==> config.mk <==
export PLATFORM = sky130hd
export DESIGN_NAME = chip_top
export DESIGN_NICKNAME = d
export VERILOG_FILES = /design/src/logic/chip_pkg.sv /design/src/logic/channel_hub.sv /design/src/logic/chip_top.sv /design/src/logic/cpu_reset_stretch.sv /design/src/logic/lane_fifo.sv /design/src/logic/link_port.sv
export SDC_FILE = /design/constraint.sdc
export NUM_CORES = 1
export LEC_CHECK = 0
export ABC_AREA = 1
export BUFFER_PORTS_ARGS = -buffer_cell sky130_fd_sc_hd__clkbuf_2
export CAP_MARGIN = 20
export CORE_MARGIN = 5
export CORE_UTILIZATION = 30
export CTS_BUF_LIST = sky130_fd_sc_hd__clkbuf_16
export DETAILED_ROUTE_END_ITERATION = 12
export SLEW_MARGIN = 20
export SYNTH_ARGS = -nofsm -noshare
export SYNTH_HDL_FRONTEND = slang
export SYNTH_SLANG_ARGS = --single-unit
==> constraint.sdc <==
create_clock -name CPU_CLK -period 9.2 [get_ports CPU_CLK]
set_clock_uncertainty 0.2 [all_clocks]
set_input_delay 0.92 -clock CPU_CLK [delete_from_list [all_inputs] [get_ports CPU_CLK]]
set_output_delay 0.92 -clock CPU_CLK [all_outputs]
set_load 0.03 [all_outputs]
==> src/logic/chip_pkg.sv <==
`default_nettype none

// shared types for the chip shell
package chip_pkg;

  // ~~~~~~~~~~~~~~~~~~~~~~~~~~~~~~~~~~~~~~~~
  // payload words
  // ~~~~~~~~~~~~~~~~~~~~~~~~~~~~~~~~~~~~~~~~

  typedef logic [31:0] word_t;       // one host word, either direction
  typedef logic [15:0] frame_len_t;  // frame length counted in words

  // ~~~~~~~~~~~~~~~~~~~~~~~~~~~~~~~~~~~~~~~~
  // serial link framing
  // ~~~~~~~~~~~~~~~~~~~~~~~~~~~~~~~~~~~~~~~~

  // line rests low between words
  localparam logic LINK_START_BIT = 1'b1;       // marks the start of a word

  // data bits that follow each start bit, MSB first
  localparam int unsigned LINK_WORD_BITS = 32;  // same as word_t

  // ~~~~~~~~~~~~~~~~~~~~~~~~~~~~~~~~~~~~~~~~
  // frame status
  // ~~~~~~~~~~~~~~~~~~~~~~~~~~~~~~~~~~~~~~~~

  // link snapshot at the end of each frame, host reads it with irq
  typedef struct packed {
    logic       irq_vld;     // a frame has finished since reset
    frame_len_t words_seen;  // words counted into that frame
  } link_status_t;

endpackage : chip_pkg

`default_nettype wire

==> src/logic/channel_hub.sv <==
`timescale 1ns/1ps
`default_nettype none

module channel_hub import chip_pkg::*; #(
  parameter int TX_DEPTH = 8,  // host to link lane
  parameter int RX_DEPTH = 8   // link to host lane
) (
  input  wire          CPU_CLK,
  input  wire          RST,          // stretched CPU reset, active low
  // host side
  input  wire          tx_push,
  input  word_t        tx_word,
  output logic         tx_full,
  input  wire          rx_pop,
  output logic         rx_valid,
  output word_t        rx_word,
  input  wire          len_wr,       // load frame_len
  input  frame_len_t   frame_len,
  // link side
  output word_t        send_word,
  output logic         send_valid,
  input  wire          send_pop,     // link took the head word
  input  word_t        recv_word,
  input  wire          recv_wr,      // word arrived from the line
  output logic         rx_room,
  input  wire          frame_done,
  input  link_status_t link_stat,
  output frame_len_t   frame_len_q,
  input  wire          overrun,
  // errors and interrupt
  output logic         err,
  input  wire          err_ack,
  output logic         irq,
  output link_status_t status
);

  logic rx_full;  // receive lane has no slot left

  // ~~~~~~~~~~~~~~~~~~~~~~~~~~~~~~~~~~~~~~~~
  // channel 0 lanes
  // ~~~~~~~~~~~~~~~~~~~~~~~~~~~~~~~~~~~~~~~~

  lane_fifo #(
    .DEPTH     (TX_DEPTH)
  ) tx_lane_i (
    .CPU_CLK   (CPU_CLK),
    .RST       (RST),
    .push      (tx_push),
    .push_word (tx_word),
    .pop       (send_pop),
    .head_word (send_word),
    .valid     (send_valid),
    .full      (tx_full)
  );

  lane_fifo #(
    .DEPTH     (RX_DEPTH)
  ) rx_lane_i (
    .CPU_CLK   (CPU_CLK),
    .RST       (RST),
    .push      (recv_wr),
    .push_word (recv_word),
    .pop       (rx_pop),
    .head_word (rx_word),
    .valid     (rx_valid),
    .full      (rx_full)
  );

  assign rx_room = !rx_full;  // link drops words while low

  // ~~~~~~~~~~~~~~~~~~~~~~~~~~~~~~~~~~~~~~~~
  // control registers
  // ~~~~~~~~~~~~~~~~~~~~~~~~~~~~~~~~~~~~~~~~

  always_ff @(posedge CPU_CLK) begin
    if (!RST) begin
      frame_len_q <= '0;          // zero keeps irq quiet
      irq         <= 1'b0;
      status      <= '0;
      err         <= 1'b0;
    end else begin
      if (len_wr) begin
        frame_len_q <= frame_len;
      end
      irq <= frame_done;          // one cycle behind the link
      if (frame_done) begin
        status <= link_stat;      // snapshot held until the next frame
      end
      // sticky overrun, a new overrun beats the ack
      if (overrun) begin
        err <= 1'b1;
      end else if (err_ack) begin
        err <= 1'b0;
      end
    end
  end

endmodule : channel_hub

`default_nettype wire

==> src/logic/chip_top.sv <==
`timescale 1ns/1ps
`default_nettype none

module chip_top import chip_pkg::*; #(
  parameter int RESET_STRETCH = 16,
  parameter int TX_DEPTH      = 8,
  parameter int RX_DEPTH      = 8
) (
  input  wire          CPU_CLK,
  input  wire          RST,        // active low
  // host channel 0
  input  wire          tx_push,
  input  word_t        tx_word,
  output logic         tx_full,
  input  wire          rx_pop,
  output logic         rx_valid,
  output word_t        rx_word,
  input  wire          len_wr,
  input  frame_len_t   frame_len,
  output logic         irq,
  output link_status_t status,
  output logic         err,
  input  wire          err_ack,
  // serial line
  input  wire          line_rx,
  output logic         line_tx,
  output logic         cpu_ready
);

  logic         cpu_rst;      // stretched, active low
  word_t        send_word;
  logic         send_valid;
  logic         send_pop;
  word_t        recv_word;
  logic         recv_wr;
  logic         rx_room;
  logic         frame_done;
  link_status_t link_stat;
  frame_len_t   frame_len_q;
  logic         overrun;

  cpu_reset_stretch #(
    .RESET_STRETCH (RESET_STRETCH)
  ) reset_i (
    .CPU_CLK   (CPU_CLK),
    .RST       (RST),
    .cpu_rst   (cpu_rst),
    .cpu_ready (cpu_ready)
  );

  channel_hub #(
    .TX_DEPTH (TX_DEPTH),
    .RX_DEPTH (RX_DEPTH)
  ) hub_i (
    .CPU_CLK     (CPU_CLK),
    .RST         (cpu_rst),
    .tx_push     (tx_push),
    .tx_word     (tx_word),
    .tx_full     (tx_full),
    .rx_pop      (rx_pop),
    .rx_valid    (rx_valid),
    .rx_word     (rx_word),
    .len_wr      (len_wr),
    .frame_len   (frame_len),
    .send_word   (send_word),
    .send_valid  (send_valid),
    .send_pop    (send_pop),
    .recv_word   (recv_word),
    .recv_wr     (recv_wr),
    .rx_room     (rx_room),
    .frame_done  (frame_done),
    .link_stat   (link_stat),
    .frame_len_q (frame_len_q),
    .overrun     (overrun),
    .err         (err),
    .err_ack     (err_ack),
    .irq         (irq),
    .status      (status)
  );

  link_port link_i (
    .CPU_CLK     (CPU_CLK),
    .RST         (cpu_rst),
    .send_word   (send_word),
    .send_valid  (send_valid),
    .send_pop    (send_pop),
    .recv_word   (recv_word),
    .recv_wr     (recv_wr),
    .rx_room     (rx_room),
    .frame_len_q (frame_len_q),
    .frame_done  (frame_done),
    .link_stat   (link_stat),
    .overrun     (overrun),
    .line_tx     (line_tx),
    .line_rx     (line_rx)
  );

endmodule : chip_top

`default_nettype wire

==> src/logic/cpu_reset_stretch.sv <==
`timescale 1ns/1ps
`default_nettype none

module cpu_reset_stretch #(
  parameter int RESET_STRETCH = 16  // cycles the CPU side stays in reset
) (
  input  wire  CPU_CLK,
  input  wire  RST,        // board reset, active low
  output logic cpu_rst,    // stretched reset, active low
  output logic cpu_ready   // high once the stretch has run out
);

  localparam int CNT_W = $clog2(RESET_STRETCH + 1);

  logic [CNT_W-1:0] stretch_cnt;  // cycles seen since RST went high

  always_ff @(posedge CPU_CLK) begin
    if (!RST) begin
      stretch_cnt <= '0;
      cpu_ready   <= 1'b0;
    end else begin
      if (stretch_cnt != CNT_W'(RESET_STRETCH)) begin
        stretch_cnt <= stretch_cnt + 1'b1;  // saturates at the limit
      end
      // one more edge after the limit, ready lands on cycle RESET_STRETCH
      cpu_ready <= (stretch_cnt == CNT_W'(RESET_STRETCH));
    end
  end

  assign cpu_rst = cpu_ready;  // released together with ready

endmodule : cpu_reset_stretch

`default_nettype wire

==> src/logic/lane_fifo.sv <==
`timescale 1ns/1ps
`default_nettype none

module lane_fifo import chip_pkg::*; #(
  parameter int DEPTH = 8  // words held
) (
  input  wire   CPU_CLK,
  input  wire   RST,        // active low
  input  wire   push,       // ignored while full
  input  word_t push_word,
  input  wire   pop,        // ignored while empty
  output word_t head_word,  // shown ahead of pop
  output logic  valid,      // head_word holds data
  output logic  full
);

  localparam int PTR_W = (DEPTH > 1) ? $clog2(DEPTH) : 1;
  localparam int CNT_W = $clog2(DEPTH + 1);

  word_t            mem [DEPTH];  // storage
  logic [PTR_W-1:0] wr_ptr;
  logic [PTR_W-1:0] rd_ptr;
  logic [CNT_W-1:0] count;        // words held
  logic             do_push;
  logic             do_pop;

  // circular pointer step
  function automatic logic [PTR_W-1:0] ptr_step(input logic [PTR_W-1:0] ptr);
    if (ptr == PTR_W'(DEPTH - 1)) begin
      return '0;
    end
    return ptr + 1'b1;
  endfunction

  assign do_push = push && !full;
  assign do_pop  = pop && valid;

  always_ff @(posedge CPU_CLK) begin
    if (!RST) begin
      wr_ptr <= '0;
      rd_ptr <= '0;
      count  <= '0;
    end else begin
      if (do_push) begin
        wr_ptr <= ptr_step(wr_ptr);
      end
      if (do_pop) begin
        rd_ptr <= ptr_step(rd_ptr);
      end
      if (do_push && !do_pop) begin
        count <= count + 1'b1;
      end else if (do_pop && !do_push) begin
        count <= count - 1'b1;
      end  // both or neither keeps the count
    end
  end

  always_ff @(posedge CPU_CLK) begin
    if (do_push) begin
      mem[wr_ptr] <= push_word;
    end
  end

  assign head_word = mem[rd_ptr];               // show-ahead read
  assign valid     = (count != '0);
  assign full      = (count == CNT_W'(DEPTH));

endmodule : lane_fifo

`default_nettype wire

==> src/logic/link_port.sv <==
`timescale 1ns/1ps
`default_nettype none

module link_port import chip_pkg::*; (
  input  wire          CPU_CLK,
  input  wire          RST,          // stretched CPU reset, active low
  // hub side
  input  word_t        send_word,
  input  wire          send_valid,
  output logic         send_pop,     // head word taken this cycle
  output word_t        recv_word,
  output logic         recv_wr,
  input  wire          rx_room,
  input  frame_len_t   frame_len_q,
  output logic         frame_done,
  output link_status_t link_stat,
  output logic         overrun,
  // line side
  output logic         line_tx,
  input  wire          line_rx
);

  localparam int CNT_W = $clog2(LINK_WORD_BITS + 1);

  // ~~~~~~~~~~~~~~~~~~~~~~~~~~~~~~~~~~~~~~~~
  // transmit serializer
  // ~~~~~~~~~~~~~~~~~~~~~~~~~~~~~~~~~~~~~~~~

  logic             tx_busy;  // start bit or data on the line
  logic [CNT_W-1:0] tx_cnt;   // data bits sent so far
  word_t            tx_sh;    // MSB goes out next

  assign send_pop = send_valid && !tx_busy;

  always_ff @(posedge CPU_CLK) begin
    if (!RST) begin
      tx_busy <= 1'b0;
      tx_cnt  <= '0;
      line_tx <= ~LINK_START_BIT;         // idle level
    end else if (send_pop) begin
      tx_busy <= 1'b1;
      tx_cnt  <= '0;
      line_tx <= LINK_START_BIT;          // cycle after the pop
    end else if (tx_busy) begin
      if (tx_cnt == CNT_W'(LINK_WORD_BITS)) begin
        tx_busy <= 1'b0;                  // last bit done
        line_tx <= ~LINK_START_BIT;       // guaranteed idle gap
      end else begin
        tx_cnt  <= tx_cnt + 1'b1;
        line_tx <= tx_sh[LINK_WORD_BITS-1];
      end
    end
  end

  always_ff @(posedge CPU_CLK) begin
    if (send_pop) begin
      tx_sh <= send_word;
    end else if (tx_busy) begin
      tx_sh <= {tx_sh[LINK_WORD_BITS-2:0], 1'b0};
    end
  end

  // ~~~~~~~~~~~~~~~~~~~~~~~~~~~~~~~~~~~~~~~~
  // receive deserializer and frame count
  // ~~~~~~~~~~~~~~~~~~~~~~~~~~~~~~~~~~~~~~~~

  logic             rx_busy;    // shifting data bits
  logic [CNT_W-1:0] rx_cnt;     // data bits taken so far
  word_t            rx_sh;
  logic             rx_last;    // final data sample this cycle
  frame_len_t       word_cnt;   // words kept in the current frame
  frame_len_t       word_nxt;
  logic             frame_end;  // this word closes the frame

  assign rx_last   = rx_busy && (rx_cnt == CNT_W'(LINK_WORD_BITS - 1));
  assign word_nxt  = word_cnt + 1'b1;
  // >= also closes a frame if the length was lowered mid-frame
  assign frame_end = (frame_len_q != '0) && (word_nxt >= frame_len_q);

  always_ff @(posedge CPU_CLK) begin
    if (!RST) begin
      rx_busy    <= 1'b0;
      rx_cnt     <= '0;
      word_cnt   <= '0;
      recv_wr    <= 1'b0;
      overrun    <= 1'b0;
      frame_done <= 1'b0;
    end else begin
      recv_wr    <= 1'b0;                 // strobes default low
      overrun    <= 1'b0;
      frame_done <= 1'b0;
      if (!rx_busy) begin
        if (line_rx == LINK_START_BIT) begin
          rx_busy <= 1'b1;                // start bit seen
          rx_cnt  <= '0;
        end
      end else begin
        rx_cnt <= rx_cnt + 1'b1;
        if (rx_last) begin
          rx_busy <= 1'b0;
          if (rx_room) begin
            recv_wr    <= 1'b1;
            frame_done <= frame_end;
            word_cnt   <= frame_end ? '0 : word_nxt;
          end else begin
            overrun <= 1'b1;              // word dropped, not counted
          end
        end
      end
    end
  end

  always_ff @(posedge CPU_CLK) begin
    if (rx_busy) begin
      rx_sh <= {rx_sh[LINK_WORD_BITS-2:0], line_rx};
    end
    if (rx_last && rx_room && frame_end) begin
      link_stat.irq_vld    <= 1'b1;
      link_stat.words_seen <= word_nxt;
    end
  end

  assign recv_word = rx_sh;  // holds until the next start bit

endmodule : link_port

`default_nettype wire

==> flow_summary.toml <==
[place]
hpwl_mm = 32.76
globalplace.congestion = 0.7564
place_inst = 3356
portBuffers = 109

[grt]
grt_most_used_layer = "met2"
met1_usage_pct = 15.07
grt_start_max_net_pins = 103
grt_util_met3_pct = 2.464
grt_antenna_before_repair = 6
gr-total-overflow = 0
grt_usage_pct = 12.15
grt_pass1_wl_mm = 94.19
grtUsageMet2_pct = 21.20
grt_pass1_vias = 16376

[cells_and_area]
instances_no_fill = 3504
multi_input_area_um2 = 6611
drive_gt1_share_pct = 12.73
seq_area_um2 = 19810
fin_util_pct = 35.07
fill_cells = 8772
area_delta_synth_final_pct = 16.02
fin_nets = 2353

[critical_path]
worstSetupStartpointType = "flip-flop"
end_kind = "output port"
max_stage_delay_ps = 790
path_class = "flip-flop to output port"
cp_data_arrival_time_ps = 3650
critPathSlowestCell = "dfxtp_4"
r2r_end = "link_i.link_stat[13]"
r2r-start = "link_i.word_cnt[0]"
worstPathRequired_ps = 8080
cp_cell_sequence = "clkinv_2, buf_4, o21ai_0, o22ai_1, nor2_1, a31oi_1, clkbuf_2"
regToRegSetupSlack_ps = 5790
reg2reg_depth = 16
critPathMaxFanout = 72

[cts]
insertion_delay_ps = 630
cts.hold.buffers_added = 0
path_clk_slew_ps = 60
clock_path_buffers = 3
cts_tree = "yes"
cts_resized = 0
clock-sinks = 693
htreeDepth = 3
post-cts-setup-buffers = 0
clock-root-buffer = "clkbuf_16"
cts_inserted_buffers = 78

[routing]
drt.antenna.violating_nets = 0
viasPerCell = 4.728
drc = 0
avgRoutedWirePerCell_um = 17.23
vias = 16568
firstDrtPassIters = 5
drtIter0Drc = 1067
drt_wl_total_mm = 60.36

[hold_path]
hold_end = "hub_i.status[16]"
min_from = "hub_i.status[16]"
min-delay-path-class = "flip-flop to flip-flop"
worstHoldPathCells = 2

[logic_synthesis]
synth_edf_count = 592
yosysTopAreaCell = "edfxtp_1"
ys_ff_latch = 693
synthTopCellsByArea = "edfxtp_1 65%, dfxtp_1 7.4%, nor2_1 6.2%"
async_flop_share_pct = 0
synth_cells = 2152
synth_top_cells_by_count = "592 x edfxtp_1, 448 x nor2_1, 240 x o21ai_0"
synth-seq-area-share_pct = 72.76
synth.most_common_cell = "edfxtp_1"
yosysWarnings = 0
netlist-cell-type-count = 47
synth_top_flop_cell = "edfxtp_1"
syn_area_um2 = 27210
syn-num-nets = 2245
syn_avg_cell_area_um2 = 12.64
synthDominantCellAreaShare_pct = 65.33

[die]
dieArea_um2 = 96820
die_h_um = 311.2
start_util_pct = 30.23
coreArea_um2 = 90010
die_w_um = 311.2
rows = 110
boundaryPins = 110

[timing]
layout_min_cycle_time_ps = 4766
tightest_slew_ps = 995.0
slew_headroom_pct = 33.67
finalSetupTns_ps = 0
finalCritPeriodShare_pct = 51.81
fmax_mhz = 209.8
setup_violations = 0
slew_viol_final = 0
hold_viol = 0
rsz0062_at_grt = "no"

[power_and_ir_drop]
p_total_mw = 6.367
powerDensity_nw_per_um2 = 201.7
peakVddDrop_v = 0.0001462
power_leakage_nw = 10.92

[run]
drv_cap = 0

[run_status]
status = "completed"
-- registers in the layout, indices dropped and copies added (netlist names), 3 cells and up, named ones only --
signal and flops:
hub_i.rx_lane_i.mem 256, hub_i.tx_lane_i.mem 256, link_i.recv_word 32, link_i.tx_sh 32, hub_i.status 17, hub_i.frame_len_q 16
link_i.link_stat 16, link_i.word_cnt 16, link_i.rx_cnt 6, link_i.tx_cnt 6, reset_i.stretch_cnt 5, hub_i.rx_lane_i.count 4
hub_i.tx_lane_i.count 4, hub_i.rx_lane_i.rd_ptr 3, hub_i.rx_lane_i.wr_ptr 3, hub_i.tx_lane_i.rd_ptr 3, hub_i.tx_lane_i.wr_ptr 3
-- power by group --
group / internal [mW] / switching (mW)
Combinational: 0.0169 / 0.0322
Clock: 1.65 / 1.27
Sequential: 3.39 / 0.00294
Total: 5.06 / 1.31
-- routing by layer --
layer  up-vias  share of wire (%)
met5         -              0.056
met4         6                2.7
met3       115                4.6
met2       338                 50
met1      8105                 43
li1       8004                  -
-- worst max-delay path, delay by kind of cell (launching register included) --
family          cells  cell delay [ps]
compound gates      3              460
buf+inv             3             1620
flops               1              790
simple gates        1               90
-- metrics by stage --
step	hold slack [ps]	setup slack [ps]	area, um2
final	241.8	4434	31570
after global routing	273.8	4119	31560
after CTS	246.0	4325	31560
after detailed placement	235.5	5010	29100
after global placement	230.6	5068	29100
after floorplan	213.0	6024	27210
-- final cells by class --
| type | instances | share of cell area (%) |
|---|---|---|
| Sequential cell | 693 | 62.76 |
| Multi-Input combinational cell | 1237 | 20.94 |
| Clock buffer | 78 | 6.183 |
| Tap cell | 1176 | 4.661 |
| Timing Repair Buffer | 140 | 2.465 |
| Clock inverter | 68 | 1.617 |
| Inverter | 110 | 1.352 |
| Antenna cell | 2 | 0.01585 |
-- cell families after synthesis --
logic type | share of synthesized area (%)
compound gates | 10.05
fa+ha+maj | 1.803
mux | 1.692
buf+inv | 3.435
xor+xnor | 0.5472
flops | 72.76
simple gates | 9.712
-- placed cells by master, fill, tap and decap left out, types with 3 or more instances in the layout --
master,n
a21oi_1,49
a21oi_2,4
a31oi_1,32
buf_4,31
bufinv_16,3
clkbuf_16,78
clkbuf_2,109
clkinv_1,21
clkinv_2,13
clkinv_8,4
clkinvlp_4,5
dfxtp_1,95
dfxtp_2,3
dfxtp_4,3
edfxtp_1,592
ha_1,36
inv_1,112
inv_2,11
mux2i_1,46
nand2_1,143
nand3_1,44
nand4_1,7
nor2_1,432
nor2_4,17
nor3_1,8
nor4_1,5
o211a_1,3
o21ai_0,240
o21ai_1,39
o221ai_1,46
o22ai_1,32
o32ai_1,18
xnor2_1,4
xor2_1,13
-- worst max-delay path by stage --
stage | startpoint | end | cells past startpoint
finish | flip-flop | rx_word[21] | 7
global route | flip-flop | rx_word[15] | 7
global placement | flip-flop | rx_word[14] | 7
floorplan | tx_push | hub_i.tx_lane_i.mem[0][0] | 4
CTS | flip-flop | rx_word[21] | 7
detailed placement | flip-flop | rx_word[21] | 7
Note: power is estimated with default switching activity, not from simulation.
